--- src/rtl/panel_pkg.sv ---
package panel_pkg;

    localparam int unsigned color_depth = 6;  // Bits per colour channel.
    localparam int unsigned scan_rows = 16;   // Row addresses, each driving two lines.

    // Row address shared by the upper and the lower half.
    typedef logic [$clog2(scan_rows)-1:0] row_addr_t;

    // One-hot selector for the current bit plane.
    typedef logic [color_depth-1:0] plane_mask_t;

    typedef struct packed {
        logic [color_depth-1:0] r;  // Red intensity.
        logic [color_depth-1:0] g;  // Green intensity.
        logic [color_depth-1:0] b;  // Blue intensity.
    } rgb_pixel_t;

    // Host word and colour view of the same 18 bits.
    typedef union packed {
        logic [3*color_depth-1:0] raw;  // As written by the host, {r, g, b}.
        rgb_pixel_t               colors;  // Per channel view for plane select.
    } pixel_t;

    // One data line triple of the panel.
    typedef struct packed {
        logic r;  // Red shift input.
        logic g;  // Green shift input.
        logic b;  // Blue shift input.
    } rgb_bits_t;

endpackage

--- src/rtl/bit_plane_select.sv ---
`timescale 1ns/100ps

module bit_plane_select (
    input  logic                   clk_in,
    input  logic                   reset,
    input  panel_pkg::pixel_t      upper,       // Upper half pixel from the store.
    input  panel_pkg::pixel_t      lower,       // Lower half pixel from the store.
    input  panel_pkg::plane_mask_t plane_mask,  // Plane of the address cycle.
    output panel_pkg::rgb_bits_t   rgb0,        // Upper half data lines.
    output panel_pkg::rgb_bits_t   rgb1         // Lower half data lines.
);

    import panel_pkg::*;

    plane_mask_t mask_q;  // Mask aligned with the read data.
    rgb_bits_t   bits0;   // Selected upper bits.
    rgb_bits_t   bits1;   // Selected lower bits.

    // One bit per channel, the one under the one-hot mask.
    function automatic rgb_bits_t plane_bits(input pixel_t pixel, input plane_mask_t mask);
        rgb_bits_t bits;
        bits.r = |(pixel.colors.r & mask);
        bits.g = |(pixel.colors.g & mask);
        bits.b = |(pixel.colors.b & mask);
        return bits;
    endfunction

    assign bits0 = plane_bits(upper, mask_q);
    assign bits1 = plane_bits(lower, mask_q);

    always_ff @(posedge clk_in or posedge reset) begin
        if (reset) begin
            mask_q <= '0;
            rgb0   <= '0;  // Data lines low out of reset.
            rgb1   <= '0;
        end else begin
            mask_q <= plane_mask;  // Store read latency.
            rgb0   <= bits0;
            rgb1   <= bits1;
        end
    end

endmodule

--- config.mk ---
export PLATFORM = sky130hd
export DESIGN_NAME = bit_plane_select
export DESIGN_NICKNAME = d
export VERILOG_FILES = /design/src/rtl/panel_pkg.sv /design/src/rtl/bit_plane_select.sv
export SDC_FILE = /design/constraint.sdc
export NUM_CORES = 1
export LEC_CHECK = 0
export BUFFER_PORTS_ARGS = -buffer_cell sky130_fd_sc_hd__buf_4
export CORE_UTILIZATION = 35
export DETAILED_ROUTE_END_ITERATION = 6
export MAX_ROUTING_LAYER = met4
export PLACE_DENSITY = 0.9
export SLEW_MARGIN = 10
export SYNTH_ARGS = -nofsm -noshare
export SYNTH_HDL_FRONTEND = slang
export SYNTH_SLANG_ARGS = --single-unit
--- constraint.sdc ---
create_clock -name clk_in -period 2.3 [get_ports clk_in]
set_input_delay 0.46 -clock clk_in [delete_from_list [all_inputs] [get_ports clk_in]]
set_output_delay 0.46 -clock clk_in [all_outputs]
set_load 0.02 [all_outputs]
==> results of run 1 <==
## synthesized netlist by cell type
master	number	area, µm²
a22oi_1	18	135.1
nand3_1	6	30.03
inv_1	1	3.750
dfrtp_1	12	300.3
## worst register-to-register path, stage by stage (launching register included)
cell     delay (ns)
dfrtp_1        0.46
a22oi_1        0.22
nand3_1        0.09
## sequential cells by signal (all words and copies together) (netlist names)
name / cells
rgb1: 3
rgb0: 3
mask_q: 6
## cells in the final DEF, fill, tap and decap left out
cell type  count
a22oi_1       18
buf_4         49
clkbuf_4       3
clkbuf_8       1
dfrtp_1       12
inv_1          1
nand3_1        6
## cell families (layout without fill, tap and decap cells)
logic type | count (synthesis) | in the layout | synth area share, %
buffers and inverters | 1 | 54 | 0.7992
AO/OA/AOI/OAI | 18 | 18 | 28.80
AND/OR/NAND/NOR | 6 | 6 | 6.400
flip-flops | 12 | 12 | 64.00
## metrics by stage
| stage | utilization (%) | cells | total power [mW] | worst slack (ns) | hold WS (ns) |
|---|---|---|---|---|---|
| 2_1_floorplan | - | 37 | 0.2694 | 1.424 | 0.3247 |
| 3_3_place_gp | 72.97 | 100 | 0.3422 | 1.313 | 0.4935 |
| 3_5_place_dp | 72.97 | 100 | 0.3441 | 1.319 | 0.4955 |
| 4_1_cts | 76.07 | 104 | 0.5140 | 1.038 | 0.1950 |
| 5_1_grt | 76.07 | 104 | 0.5380 | 1.002 | 0.1996 |
| 6_report | 76.07 | 104 | 0.5099 | 1.043 | 0.1805 |
## cell type report
cell class / count / area share [%]
repair buffers: 49 / 41.29
inverters: 1 / 0.4213
flip-flops and latches: 12 / 33.71
well taps: 14 / 1.966
multi-input cells: 24 / 18.54
clock buffers: 4 / 4.073
## worst min path at each step
stage,start,end,slack (ns)
5_1_grt,reset,mask_q[0],0.20
2_1_floorplan,reset,mask_q[0],0.32
3_3_place_gp,reset,mask_q[1],0.49
4_1_cts,reset,mask_q[5],0.20
3_5_place_dp,reset,mask_q[5],0.50
6_report,reset,mask_q[0],0.18
## per-layer routing
layer  part of all wire, %  vias up
met5                     0        -
met4                   1.2        0
met3                    12        2
met2                    48       42
met1                    38      246
li1                      -      260
## power by group
part           total [mW]  switching, mW  internal (mW)
clock network       0.171         0.0747         0.0963
registers           0.236         0.0123          0.224
logic               0.103         0.0345         0.0685
total               0.510          0.122          0.388
==> metrics.txt, run 1 <==
Synth Instances=37; initial antenna violation count=0; Worst-Skew Late Latency=around 0.27 ns; Setup crit end=rgb1[1]; crit path max fanout=1; Least-Margin Pin Slew=0.4392 ns; Reg2Reg Capture Point=rgb1[1]; Core Region=0.001171 mm²; endpoints failing setup=0; CP arrival=0.80 ns; Avg Cell Area, Syn=12.68 µm²; WL final=1415 µm; worst min path class=primary input to async pin; Total GRT Usage=23.48%; dpl cell area=854.6 µm²; met1 Usage GRT=roughly 29%; port buffer count=49; Worst-path clk slew=about 0.08 ns; max-cap viol count=0; Crit path max-delay family=flip-flops; met3 Use GR=5.202%; Final TNS setup=0 ns; H-tree Lvls=1; Syn. warnings=0; cell row count=12; Mapped Area=469.2 µm²; GR Util met2=between 30 and 40%; Crit path depth=1; post-CTS setup buffers=0; Final Hold Fails=0; Detail Route Antenna Nets=0; Slew headroom=70.69%; Sequential Area=roughly 300 µm²; period utilization=54.67%; status=finished clean; flops & latches, synth=12; routed length per instance=13.61 µm; Placer Congestion=approximately 0.68; cell area after layout=just under 900 µm²; dpl hpwl=1116 µm; Most Used Layer, Global Route=met2; fmax=~0.80 GHz; RSZ-0062 raised after global routing=no; worst r2r path cells=2; CTS hold repair buffers=0; multi-input logic area=approximately 170 µm²; crit path buf inv count=1; antenna fix cells=0; CTS resizes=0; Clock Path Buffers=2; synth unique cells=4; DRC=0; Die Span X=around 39 µm; reg2reg setup slack=roughly 1.4 ns; DR iter-0 viols=9; post-synthesis sequential area ratio=between 60% and 70%; Layout area overhead=89.87%; TritonCTS clock tree=yes; share of layout cells above drive strength 1=around 59%; critical path class=flip-flop to output pin; launching point of the worst reg2reg path=mask_q[1]; Initial Utilization=40.06%; vias in the first global route=542; Largest stage delay, worst path=between 0.3 and 0.4 ns; Final Max Slew Viols=0; Final min period=around 1.3 ns; num ports=50; CP max stage cell=dfrtp_1; pwr dens=572.4 mW/mm²; root buffer cell=clkbuf_4; TritonRoute pass-1 iters=4; die footprint=0.001491 mm²; Die Y=approximately 39 µm; first-pass GRT wire length=~2200 µm; peak supply drop=0.3372 mV; Nets=135; Max Clock Skew=0.0007711 ns; Setup crit start kind=flip-flop; fillers=91; Crit path required time=1.84 ns; remaining global-route overflow=0; largest net degree at the start of global routing=13; crit end category=output pin; crit path from=rgb1[1]; routed vias/inst=5.288; routed via count=550; Critical Path, Cell by Cell=buf_4; Num Clock Sinks=12; LEAKAGE=roughly 0.44 nW; Mapped Nets=81; TritonCTS Buffers=3
Note: power is estimated with default switching activity, not from simulation.
==> run 2, diff against run 1 <==
- CORE_UTILIZATION: 35 -> 29
- PLACE_DENSITY: 0.9 -> 0.81
- clock period: 2.3 -> 1 ns (I/O delays scaled with it)
==> metrics.txt, run 2 (synthesized netlist as in run 1, its figures left out) <==
Largest Register=mask_q; TritonCTS clock tree=yes; Switch Pwr=0.2840 mW (+130%); Largest register FFs=6 (unchanged); GR Util met2=35.08% (-3.7 points); Core Region=0.001506 mm² (+29%); Worst-Skew Late Latency=0.27 ns (about the same); pwr dens=1286 mW/mm² (+120%); launching point of the worst reg2reg path=mask_q[2]; Die Y=42.23 µm (+9.3%); dpl cell area=857.1 µm² (+0.29%); die footprint=0.001783 mm² (+20%); hold depth=1; root buffer cell=clkbuf_4; cell row count=14 (+2); routed vias/inst=5.374 (+1.6%); switching share of power=23.85% (about the same); Die Span X=42.23 µm (+9.3%); fmax=1.019 GHz; Num Clock Sinks=12 (unchanged); DR iter-0 viols=30 (+21); period utilization=between 90% and 100%; Worst-path clk slew=0.08 ns (about the same); most frequent cells in the layout=buf_4 (43), a22oi_1 (18), dfrtp_1 (12); share of layout cells above drive strength 1=58.24% (-0.65 points); Placer Congestion=0.8904 (+32%); Largest stage delay, worst path=0.38 ns (about the same); Nets=136 (+0.74%); DRC=0 (unchanged); Crit path required time=0.80 ns (-1.04 ns); crit path max fanout=1 (unchanged); Critical Path, Cell by Cell=buf_6; CP arrival=0.78 ns (-0.02 ns); Crit path depth=1 (unchanged); WL final=1503 µm (+6.2%); Util after Layout=61.46% (-15 points); initial antenna violation count=0 (unchanged); post-CTS setup buffers=0 (unchanged); RSZ-0062 raised after global routing=yes; TritonCTS Buffers=3 (unchanged); Final min period=0.9812 ns; worst r2r path cells=2 (unchanged); critical path class=flip-flop to output pin; Slew headroom=71.17% (+0.48 points); min-delay src=plane_mask[1]; Reg2Reg Capture Point=rgb0[2]; Crit path max-delay family=flip-flops; antenna fix cells=0 (unchanged); crit end category=output pin; vias in the first global route=623 (+15%); met1 Usage GRT=18.59% (-9.9 points); Clk pwr share=32.9% (-0.6 points); Final Hold Fails=0 (unchanged); Initial Utilization=31.15% (-8.9 points); max-cap viol count=0 (unchanged); cell area after layout=925.9 µm² (+3.9%); Least-Margin Pin Slew=0.4320 ns (-0.007167 ns); port buffer count=49 (unchanged); reg2reg setup slack=0.10 ns (-1.31 ns); routed via count=575 (+4.5%); status=finished clean; worst min path class=primary input to flip-flop; num ports=50 (unchanged); Max Clock Skew=0.001057 ns (+0.0002860 ns); endpoints failing setup=0 (unchanged); peak supply drop=0.8778 mV (+160%); TritonRoute pass-1 iters=4 (unchanged); Comb power frac=21.4% (+1.2 points); routed length per instance=14.05 µm (+3.2%); crit path buf inv count=1 (unchanged); Total GRT Usage=18.47% (-5.0 points); Layout area overhead=97.33%; Reg power frac=45.7% (-0.6 points); met3 Use GR=5.172% (-0.030 points); first-pass GRT wire length=2449 µm (+9.2%); commonest non-fill, non-tap cell in the layout=buf_4; remaining global-route overflow=0 (unchanged); Clock Path Buffers=2 (unchanged); Most Used Layer, Global Route=met2; biggest regs=mask_q (6), rgb0 (3), rgb1 (3); H-tree Lvls=1 (unchanged); largest net degree at the start of global routing=13 (unchanged); Detail Route Antenna Nets=0 (unchanged); CP max stage cell=dfrtp_1; Final Max Slew Viols=0 (unchanged); LEAKAGE=0.4569 nW (+3.1%); Hold EP=mask_q[1]; internal cell power=0.9070 mW (+130%); Setup crit start kind=flip-flop
## run 2: changes by cell type in the layout (fill, tap and decap cells not counted), sizes merged
| cell | previous run | this run |
|---|---|---|
| dlygate4sd3 | 0 | 1 |
## run 2: power by group through the flow
stage | Combinational [mW] | Sequential [mW] | Clock [mW]
after floorplan | 0.0528 | 0.567 | 0
after global placement | 0.241 | 0.549 | 0
after detailed placement | 0.242 | 0.550 | 0
after CTS | 0.249 | 0.542 | 0.398
after global routing | 0.273 | 0.549 | 0.415
final | 0.255 | 0.545 | 0.392
## run 2: worst max-delay path by stage
stage / from / to / slack [ns]
after global placement: mask_q[2] / rgb0[2] / 0.14
after detailed placement: mask_q[3] / rgb0[2] / 0.13
final: rgb1[2] / rgb1[2] / 0.02
after global routing: rgb1[1] / rgb1[1] / -0.007
after floorplan: mask_q[3] / rgb0[2] / 0.21
after CTS: rgb1[1] / rgb1[1] / 0.003
## run 2: area by class of cell
| type | count | area, µm² |
|---|---|---|
| Multi-Input combinational cell | 24 | 165.2 |
| Inverter | 1 | 3.754 |
| Timing Repair Buffer | 50 | 400.4 |
| Clock buffer | 4 | 36.28 |
| Fill cell | 130 | 580.6 |
| Sequential cell | 12 | 300.3 |
| Tap cell | 16 | 20.02 |
## run 2: layer usage
metal  routed length (µm)  vias up
met2                  845       38
li1                     -      264
met5                    0        -
met1                  535      273
met4                    0        0
met3                  122        0
## run 2: what timing repair did
action                                 in CTS  in global routing
endpoints found under the hold margin      12                  0
hold buffers                                1                  0
gates resized for setup                     2                  4
setup endpoints to repair                   2                  6
## run 2: metrics by stage
| stage | hold WS [ns] | std cells | power [mW] | TNS (ns) | setup slack [ns] |
|---|---|---|---|---|---|
| after CTS | 0.02296 | 107 | 1.190 | 0 | 0.002914 |
| after global placement | 0.2242 | 102 | 0.7896 | 0 | 0.1419 |
| final | 0.02770 | 107 | 1.191 | 0 | 0.01880 |
| after global routing | 0.01747 | 107 | 1.237 | -0.02548 | -0.007315 |
| after floorplan | 0.06470 | 37 | 0.6196 | 0 | 0.2093 |
| after detailed placement | 0.2400 | 102 | 0.7922 | 0 | 0.1338 |
