<file path="config.mk">
export PLATFORM = sky130hd
export DESIGN_NAME = matrix_scan
export DESIGN_NICKNAME = d
export VERILOG_FILES = /design/src/rtl/panel_pkg.sv /design/src/rtl/scan_pkg.sv /design/src/rtl/timeout.sv /design/src/rtl/matrix_scan.sv
export SDC_FILE = /design/constraint.sdc
export NUM_CORES = 1
export LEC_CHECK = 0
export BUFFER_PORTS_ARGS = -buffer_cell sky130_fd_sc_hd__buf_2
export CORE_AREA = 2 2 66 68
export CTS_CLUSTER_DIAMETER = 50
export CTS_CLUSTER_SIZE = 24
export DETAILED_ROUTE_END_ITERATION = 16
export DIE_AREA = 0 0 68 70
export MAX_ROUTING_LAYER = met4
export PLACE_DENSITY = 0.75
export SETUP_SLACK_MARGIN = 0.3
export SYNTH_ARGS = -nofsm -noshare
export SYNTH_HDL_FRONTEND = slang
export SYNTH_HIERARCHICAL = 1
export SYNTH_SLANG_ARGS = --single-unit
</file>
<file path="constraint.sdc">
create_clock -name clk_in -period 3.1 [get_ports clk_in]
set_input_delay 0.775 -clock clk_in [delete_from_list [all_inputs] [get_ports clk_in]]
set_output_delay 0.775 -clock clk_in [all_outputs]
set_load 0.03 [all_outputs]
</file>
<file path="src/rtl/panel_pkg.sv">
package panel_pkg;

    localparam int unsigned color_depth = 6;  // Bits per colour channel.
    localparam int unsigned scan_rows = 16;   // Row addresses, each driving two lines.

    // Row address shared by the upper and the lower half.
    typedef logic [$clog2(scan_rows)-1:0] row_addr_t;

    // One-hot selector for the current bit plane.
    typedef logic [color_depth-1:0] plane_mask_t;

    typedef struct packed {
        logic [color_depth-1:0] r;  // Red intensity.
        logic [color_depth-1:0] g;  // Green intensity.
        logic [color_depth-1:0] b;  // Blue intensity.
    } rgb_pixel_t;

    // Host word and colour view of the same 18 bits.
    typedef union packed {
        logic [3*color_depth-1:0] raw;  // As written by the host, {r, g, b}.
        rgb_pixel_t               colors;  // Per channel view for plane select.
    } pixel_t;

    // One data line triple of the panel.
    typedef struct packed {
        logic r;  // Red shift input.
        logic g;  // Green shift input.
        logic b;  // Blue shift input.
    } rgb_bits_t;

endpackage

</file>
<file path="src/rtl/scan_pkg.sv">
package scan_pkg;

    // Enable time of the least significant plane in clk_in cycles.
    // Plane k is held for oe_base << k, so the top plane gets 736.
    localparam int unsigned oe_base = 23;

    // Remaining enable count below which the next line may start.
    // A line needs more cycles than this to reach its latch.
    localparam int unsigned overlap_start = 67;

    // Signals on the HUB75 connector.
    typedef struct packed {
        logic                  panel_clk;  // Gated shift clock.
        logic                  latch;      // Row latch strobe.
        logic                  oe;         // Output enable, high lights the LEDs.
        panel_pkg::row_addr_t  row_addr;   // Lines being lit.
        panel_pkg::rgb_bits_t  rgb0;       // Upper half data.
        panel_pkg::rgb_bits_t  rgb1;       // Lower half data.
    } hub75_out_t;

endpackage

</file>
<file path="src/rtl/timeout.sv">
`timescale 1ns/100ps

module timeout #(
    parameter int unsigned counter_width = 8
) (
    input  logic                     clk_in,
    input  logic                     reset,
    input  logic                     start,    // Load strobe, takes priority.
    input  logic [counter_width-1:0] value,    // Interval length in cycles.
    output logic [counter_width-1:0] counter,  // Remaining cycles.
    output logic                     running   // High while counter is non-zero.
);

    always_ff @(posedge clk_in or posedge reset) begin
        if (reset) begin
            counter <= '0;  // Idle after reset.
        end else if (start) begin
            counter <= value;  // Reload while start is held.
        end else if (counter != '0) begin
            counter <= counter - 1'b1;  // Count down.
        end
    end

    assign running = (counter != '0);  // One cycle per loaded count.

    // A zero load would give an interval that never runs.
    a_start_nonzero: assert property (
        @(posedge clk_in) disable iff (reset)
        start |-> (value != '0)
    );

endmodule

</file>
<file path="src/rtl/matrix_scan.sv">
`timescale 1ns/100ps

module matrix_scan #(
    parameter int unsigned columns = 64
) (
    input  logic                   clk_in,
    input  logic                   reset,
    output logic [5:0]             column_address,      // Column being read now.
    output panel_pkg::row_addr_t   row_address,         // Row being shifted out.
    output panel_pkg::row_addr_t   row_address_active,  // Row currently lit.
    output panel_pkg::plane_mask_t plane_mask,          // Plane being shifted out.
    output logic                   pixel_clk_en,        // Enables the panel clock.
    output logic                   latch,               // Row latch pulse.
    output logic                   oe                   // Output enable window.
);

    import panel_pkg::*;
    import scan_pkg::*;

    localparam plane_mask_t msb_plane = plane_mask_t'(1) << (color_depth - 1);

    logic [1:0] state;         // State advance history, newest in bit 0.
    logic       state_advance;  // Next line allowed.
    logic       line_start;     // One-cycle start of a line load.
    logic       line_pending;   // Line started and not yet latched.
    logic       load_en;        // Read window of columns cycles.
    logic [2:0] load_pipe;      // Load window delayed by one, two and three.
    logic [9:0] oe_value;       // Enable time of the plane being latched.
    logic [9:0] oe_count;       // Remaining enable cycles.

    // Read window, one cycle per column.
    timeout #(
        .counter_width(7)
    ) i_load_window (
        .clk_in (clk_in),
        .reset  (reset),
        .start  (line_start),
        .value  (7'(columns)),
        .counter(),
        .running(load_en)
    );

    // Column address counts columns-1 down to 0 alongside the window.
    timeout #(
        .counter_width(6)
    ) i_column_address (
        .clk_in (clk_in),
        .reset  (reset),
        .start  (line_start),
        .value  (6'(columns - 1)),
        .counter(column_address),
        .running()
    );

    // Weight of the plane being latched, oe_base for bit 0.
    always_comb begin
        oe_value = 10'(oe_base);
        for (int k = 0; k < color_depth; k++) begin
            if (plane_mask[k]) begin
                oe_value = 10'(oe_base << k);
            end
        end
    end

    // Enable window, loaded by the latch.
    timeout #(
        .counter_width(10)
    ) i_output_enable (
        .clk_in (clk_in),
        .reset  (reset),
        .start  (latch),
        .value  (oe_value),
        .counter(oe_count),
        .running(oe)
    );

    // Start shifting when dark or near the end of a long window.
    assign state_advance = !oe || (oe_count < 10'(overlap_start));
    assign line_start    = (state == 2'b11) && !line_pending;  // Seen for two cycles.

    always_ff @(posedge clk_in or posedge reset) begin
        if (reset) begin
            state        <= 2'b00;
            line_pending <= 1'b0;
        end else begin
            if (latch) begin
                state <= 2'b00;  // Forget advances seen before the new window.
            end else begin
                state <= {state[0], state_advance};
            end
            if (line_start) begin
                line_pending <= 1'b1;  // One load per enable window.
            end else if (latch) begin
                line_pending <= 1'b0;
            end
        end
    end

    // Store read and plane select each take one cycle.
    always_ff @(posedge clk_in or posedge reset) begin
        if (reset) begin
            load_pipe <= 3'b000;
            latch     <= 1'b0;
        end else begin
            load_pipe <= {load_pipe[1:0], load_en};
            latch     <= load_pipe[2] & ~load_pipe[1];  // Two cycles after last clock.
        end
    end

    assign pixel_clk_en = load_pipe[1];  // Aligned with the registered data lines.

    // Latched row goes live, then move on to the next plane.
    always_ff @(posedge clk_in or posedge reset) begin
        if (reset) begin
            plane_mask         <= msb_plane;  // Start with the top plane of row 0.
            row_address        <= '0;
            row_address_active <= '0;
        end else if (latch) begin
            row_address_active <= row_address;
            if (plane_mask[0]) begin
                plane_mask  <= msb_plane;  // Last plane done.
                row_address <= row_address + 1'b1;  // Wraps from 15 to 0.
            end else begin
                plane_mask <= plane_mask >> 1;
            end
        end
    end

    // Shift register must be idle when its contents are transferred.
    a_latch_no_clock: assert property (
        @(posedge clk_in) disable iff (reset)
        latch |-> !pixel_clk_en
    );

    a_mask_onehot: assert property (
        @(posedge clk_in) disable iff (reset)
        $onehot(plane_mask)
    );

endmodule

</file>
==> flow_summary.json, run 1 <==
{
  "status": "completed",
  "post_route_cells_drive_above_1_share": 0.197,
  "die_w_um": 68,
  "grt-ovfl-total": 0,
  "h-tree-depth": 2,
  "p_sw_mw": 0.951,
  "tritoncts": "done",
  "place_area_um2": 2550,
  "finalHoldViolCount": 0,
  "fin_tns_setup_ns": 0,
  "io_buffers": 24,
  "timing.slew.headroom": 0.388,
  "initial_utilization": 0.568,
  "cts-root-to-sink-buffers": 2,
  "start_kind": "register",
  "route.vias.total": 1855,
  "floorplan.io_pins": 25,
  "power.share.combinational": 0.407,
  "antenna_violating_nets_post_route": 0,
  "maxCapViolations": 0,
  "fraction_of_power_consumed_by_sequential_logic": 0.437,
  "synthToLayoutAreaGrowth_pct": 13.0,
  "grt_pass1_vias": 1698,
  "dieArea_um2": 4760,
  "hold_path_class": "register to register",
  "worstPathMaxFanout": 8,
  "critPathSlowestCell": "sky130_fd_sc_hd__or4_4",
  "post-route-min-period_ns": 2.72,
  "final_area_um2": 2660,
  "power.clock.fraction": 0.156,
  "routed_wl_um": 4580,
  "worst_path_largest_cell_delay_ns": 0.62,
  "crit_chain": "or4_4 -> nor3_4 -> inv_1 -> buf_2",
  "power_density_nw_per_um2": 856,
  "ir_worst_vdd_mv": 0.533,
  "cts.repair_timing.setup_buffer_count": 0,
  "gpl.final_weighted_congestion": 0.884,
  "fmax_ghz": 0.367,
  "cts-root-buf": "sky130_fd_sc_hd__clkbuf_8",
  "final_max_slew_viol_count": 0,
  "final_cell_count_no_fill": 326,
  "diodes": 0,
  "clk-insertion-delay-late_ns": 0.30,
  "cts_inserted_buffers": 5,
  "clock_pin_slew_worst_setup_and_hold_paths_ns": 0.08,
  "number_of_design_rule_violations_left_after_detail_routing": 0,
  "final.fill_count": 356,
  "whs_ns": 0.353,
  "placementRows": 24,
  "core_region_area_um2": 4140,
  "worst_ep_required_time_ns": 2.32,
  "synthCells": 237,
  "timing_worst_slew_pin_value_ns": 0.910,
  "leakagePower_nw": 1.18,
  "critical_path_arrival_ns": 1.95,
  "final_core_utilization": 0.642,
  "dp.final_hpwl_um": 3230,
  "drt_first_iter_violations": 272,
  "drtPass1Iterations": 4,
  "timing.final.crit_share": 0.878,
  "route.detailed.wl_per_inst_um": 14.1,
  "rsz_0062_raised_after_global_routing": "no",
  "vias_per_cell": 5.69,
  "grt_start_max_net_pins": 29,
  "skew_ns": 0.0137,
  "ys_warn_count": 6,
  "worstSetupPathType": "register to primary output",
  "die_extent_in_y_um": 70,
  "setup.worst_path.end_class": "primary output",
  "netlist_area_um2": 2350,
  "grt_first_pass_wirelength_um": 7800,
  "place.detailed.instances": 318,
  "syn_area_per_cell_um2": 9.93,
  "antenna_violations_before_repair": 0,
  "design.final.nets": 281,
  "setup_violations": 0,
  "reg2reg_slack_ns": 1.20,
  "grt_usage": 0.221,
  "clkSinkCount": 44,
  "p_int_mw": 1.33,
  "power.share.switching": 0.418
}
## routing by layer
metal	GRT usage	vias to the layer above	wire [µm]
li1	-	919	-
met1	0.312	874	2160
met2	0.306	53	2100
met3	0.0531	9	237
met4	0.0867	0	84
met5	-	-	0
## cell usage in the layout, fill, tap and decap left out, types with 2 or more instances in the layout
cell and count:
sky130_fd_sc_hd__and4_1 2, sky130_fd_sc_hd__xnor2_1 8, sky130_fd_sc_hd__a22o_1 2, sky130_fd_sc_hd__nor4_2 3, sky130_fd_sc_hd__nor2b_1 9, sky130_fd_sc_hd__buf_2 24, sky130_fd_sc_hd__a211oi_1 2, sky130_fd_sc_hd__nor3_1 9
sky130_fd_sc_hd__a21oi_1 5, sky130_fd_sc_hd__nand2b_1 2, sky130_fd_sc_hd__or4_4 3, sky130_fd_sc_hd__nand2_1 21, sky130_fd_sc_hd__mux2_2 5, sky130_fd_sc_hd__o21ai_1 2, sky130_fd_sc_hd__o31a_1 2, sky130_fd_sc_hd__nand3_1 5
sky130_fd_sc_hd__inv_1 21, sky130_fd_sc_hd__o21ai_0 9, sky130_fd_sc_hd__or3_1 2, sky130_fd_sc_hd__buf_4 2, sky130_fd_sc_hd__ha_1 6, sky130_fd_sc_hd__nor2_1 11, sky130_fd_sc_hd__o41ai_1 2, sky130_fd_sc_hd__a31oi_1 6
sky130_fd_sc_hd__dfrtp_1 42, sky130_fd_sc_hd__clkbuf_8 5, sky130_fd_sc_hd__o31ai_1 11, sky130_fd_sc_hd__nor3b_1 3, sky130_fd_sc_hd__conb_1 13, sky130_fd_sc_hd__nor4_1 8, sky130_fd_sc_hd__a221o_1 2
## final timing paths
path                       cells after the start                        from                     endpoint
setup / recovery                               4  i_output_enable/counter[2]                           oe
hold / removal                                 0                load_pipe[0]                 load_pipe[1]
setup reg to reg                               5  i_output_enable/counter[2]                     state[0]
hold reg to reg                                0                load_pipe[0]                 load_pipe[1]
max in group asynchronous                      2                       reset               row_address[3]
min in group asynchronous                      2                       reset  i_column_address/counter[3]
## sequential cells by signal (all words and copies together) (netlist names)
register / flops
row_address_active: 4
load_pipe: 3
plane_mask: 6
latch: 1
i_output_enable/counter: 10
i_load_window/counter: 7
state: 2
i_column_address/counter: 6
line_pending: 1
row_address: 4
## power groups by stage
stage	clock network [mW]	registers [mW]	logic [mW]
floorplan	0	1.03	0.661
global placement	0	0.989	0.890
detailed placement	0	0.997	0.908
CTS	0.366	0.991	0.925
global route	0.387	1.03	1.03
finish	0.355	0.995	0.926
## timing repair
item                       in CTS  in global routing
hold buffers                    0                  0
setup endpoints to repair       1                  1
resized for setup               3                  2
## stage by stage
step	setup WS (ns)	total power, mW
floorplan	0.645	1.69
global placement	0.459	1.88
detailed placement	0.364	1.90
CTS	0.348	2.28
global route	0.306	2.45
finish	0.378	2.28
## area by class of cell
type / instances / area [µm²] / share of cell area
Multi-Input combinational cell: 174 / 1190 / 0.447
Sequential cell: 44 / 1100 / 0.415
Timing Repair Buffer: 26 / 135 / 0.0508
Inverter: 22 / 82.6 / 0.0311
Clock buffer: 6 / 72.6 / 0.0273
Tap cell: 52 / 65.1 / 0.0245
Clock inverter: 2 / 12.5 / 0.00471
## worst max-delay path: cells and delay by family, from the launching register on
family,cells,cell delay [ns]
DFF,1,0.46
buffers and inverters,2,0.31
and+or+nand+nor,2,0.88
No activity file was read; power rests on OpenSTA's default activity.
==> run 2, diff against run 1 <==
--- a/config.mk
+++ b/config.mk
@@ -18,3 +18,4 @@
 export SYNTH_HDL_FRONTEND = slang
 export SYNTH_HIERARCHICAL = 1
 export SYNTH_SLANG_ARGS = --single-unit
+export TNS_END_PERCENT = 1
==> constraint.sdc (replaced) <==
create_clock -name clk_in -period 3.5 [get_ports clk_in]
set_input_delay 0.875 -clock clk_in [delete_from_list [all_inputs] [get_ports clk_in]]
set_output_delay 0.875 -clock clk_in [all_outputs]
set_load 0.03 [all_outputs]
==> flow_summary.json, run 2 (synthesis gave the netlist of run 1 again) <==
{
  "finalHoldViolCount": 0,
  "setup.worst_path.end_class": "primary output",
  "synthToLayoutAreaGrowth_pct": 12.6,
  "timing.slew.headroom": 0.280,
  "critPathSlowestCell": "sky130_fd_sc_hd__or4_1",
  "cp.depth": 4,
  "dp.final_hpwl_um": 3320,
  "gpl.final_weighted_congestion": 0.922,
  "cts_inserted_buffers": 5,
  "worstPathMaxFanout": 8,
  "post-route-min-period_ns": 3.03,
  "worst_ep_required_time_ns": 2.62,
  "cts-root-buf": "sky130_fd_sc_hd__clkbuf_8",
  "reg2reg_slack_ns": 1.37,
  "sequential_cell_area_in_the_final_layout_um2": 1100,
  "post_route_cells_drive_above_1_share": 0.190,
  "most-common-layout-cells": "43 x sky130_fd_sc_hd__dfrtp_1, 24 x sky130_fd_sc_hd__buf_2, 21 x sky130_fd_sc_hd__inv_1, 21 x sky130_fd_sc_hd__nand2_1, 13 x sky130_fd_sc_hd__conb_1",
  "final_cell_count_no_fill": 326,
  "h-tree-depth": 2,
  "reg.largest.list": "i_output_enable/counter x10, i_load_window/counter x7",
  "grt_start_max_net_pins": 29,
  "multi_input_area_um2": 1170,
  "placementRows": 24,
  "largest_reg_flops": 10,
  "rsz_0062_raised_after_global_routing": "no",
  "antenna_violating_nets_post_route": 0,
  "drtPass1Iterations": 4,
  "status": "completed",
  "start_kind": "register",
  "setup_violations": 0,
  "final_area_um2": 2650,
  "timing_worst_slew_pin_value_ns": 1.07,
  "clock_pin_slew_worst_setup_and_hold_paths_ns": 0.09,
  "die_extent_in_y_um": 70,
  "worst_path_largest_cell_delay_ns": 0.71,
  "routed_wl_um": 4780,
  "holdBufCountCts": 0,
  "vias_per_cell": 5.68,
  "reg2reg_depth": 5,
  "critical_path_arrival_ns": 2.15,
  "cp_num_buf_inv": 2,
  "die_w_um": 68,
  "diodes": 0,
  "drt_first_iter_violations": 217,
  "ir_worst_vdd_mv": 0.509,
  "io_buffers": 24,
  "number_of_design_rule_violations_left_after_detail_routing": 0,
  "final_max_slew_viol_count": 0,
  "grt_pass1_vias": 1746,
  "skew_ns": 0.00558,
  "cts-root-to-sink-buffers": 2,
  "max_flop_register": "i_output_enable/counter",
  "design.final.nets": 281,
  "route.detailed.wl_per_inst_um": 14.7,
  "fmax_ghz": 0.331,
  "floorplan.io_pins": 25,
  "grt_first_pass_wirelength_um": 7920,
  "worstSetupPathType": "register to primary output",
  "cts.repair_timing.setup_buffer_count": 0,
  "final_core_utilization": 0.639,
  "initial_utilization": 0.568,
  "grt_usage": 0.225,
  "place.detailed.instances": 318,
  "power_density_nw_per_um2": 762,
  "dieArea_um2": 4760,
  "grt-ovfl-total": 0,
  "tritoncts": "done",
  "final_common_cell": "sky130_fd_sc_hd__dfrtp_1",
  "antenna_violations_before_repair": 0,
  "final.fill_count": 358,
  "hold_path_depth": 0,
  "core_region_area_um2": 4140,
  "clkSinkCount": 44,
  "place_area_um2": 2550,
  "clk-insertion-delay-late_ns": 0.30,
  "hold_path_class": "register to register",
  "timing.final.crit_share": 0.864,
  "maxCapViolations": 0,
  "crit_family": "simple AND/OR/NAND/NOR gates",
  "crit_chain": "or4_1 -> nor3_2 -> inv_1 -> buf_2",
  "fin_tns_setup_ns": 0,
  "route.vias.total": 1851,
  "leakagePower_nw": 1.17
}
## run 2: cell count changes in the layout (fill, tap and decap cells not counted)
cell / before / now
sky130_fd_sc_hd__dfrtp_2: 1 / 0
sky130_fd_sc_hd__dfrtp_1: 42 / 43
sky130_fd_sc_hd__inv_6: 0 / 1
sky130_fd_sc_hd__nand2b_1: 2 / 3
sky130_fd_sc_hd__nor3_4: 1 / 0
sky130_fd_sc_hd__clkbuf_1: 1 / 0
sky130_fd_sc_hd__nand2b_2: 1 / 0
sky130_fd_sc_hd__nor3_2: 0 / 1
sky130_fd_sc_hd__or4_4: 3 / 2
sky130_fd_sc_hd__or4_1: 0 / 1
## run 2: repair_timing
| item | CTS | global route |
|---|---|---|
| gates resized for setup | 0 | 1 |
| hold endpoints to repair | 0 | 0 |
| setup endpoints to repair | 0 | 1 |
## run 2: final timing paths
path                                                 start                           to
worst max-delay path            i_output_enable/counter[2]                           oe
worst min-delay path                          load_pipe[0]                 load_pipe[1]
worst max register to register  i_output_enable/counter[2]                     state[0]
worst min register to register                load_pipe[0]                 load_pipe[1]
max in group asynchronous                            reset        row_address_active[2]
min in group asynchronous                            reset  i_column_address/counter[4]
## run 2: metal layers
layer / vias to the layer above / global-route usage / part of all wire
met5: - / - / 0
met4: 0 / 0.0756 / 0.016
met3: 8 / 0.0483 / 0.055
met2: 62 / 0.325 / 0.46
met1: 856 / 0.316 / 0.46
li1: 925 / - / -
## run 2: metrics by stage
| step | total power [mW] | hold slack [ns] | setup WS, ns |
|---|---|---|---|
| CTS | 2.02 | 0.370 | 0.369 |
| detailed placement | 1.69 | 0.349 | 0.723 |
| global route | 2.18 | 0.372 | 0.385 |
| floorplan | 1.50 | 0.331 | 0.945 |
| global placement | 1.67 | 0.334 | 0.740 |
| finish | 2.02 | 0.362 | 0.474 |
## run 2: final cells by class
type / count / area share
multi-input combinational: 174 / 0.443
sequential: 44 / 0.416
timing repair buffer: 26 / 0.0510
inverter: 22 / 0.0312
clock buffer: 5 / 0.0260
tap: 52 / 0.0246
clock inverter: 3 / 0.00803
## run 2: power breakdown
part	switching, mW	internal, mW
logic	0.451	0.364
clock network	0.181	0.142
registers	0.219	0.663
total	0.851	1.17
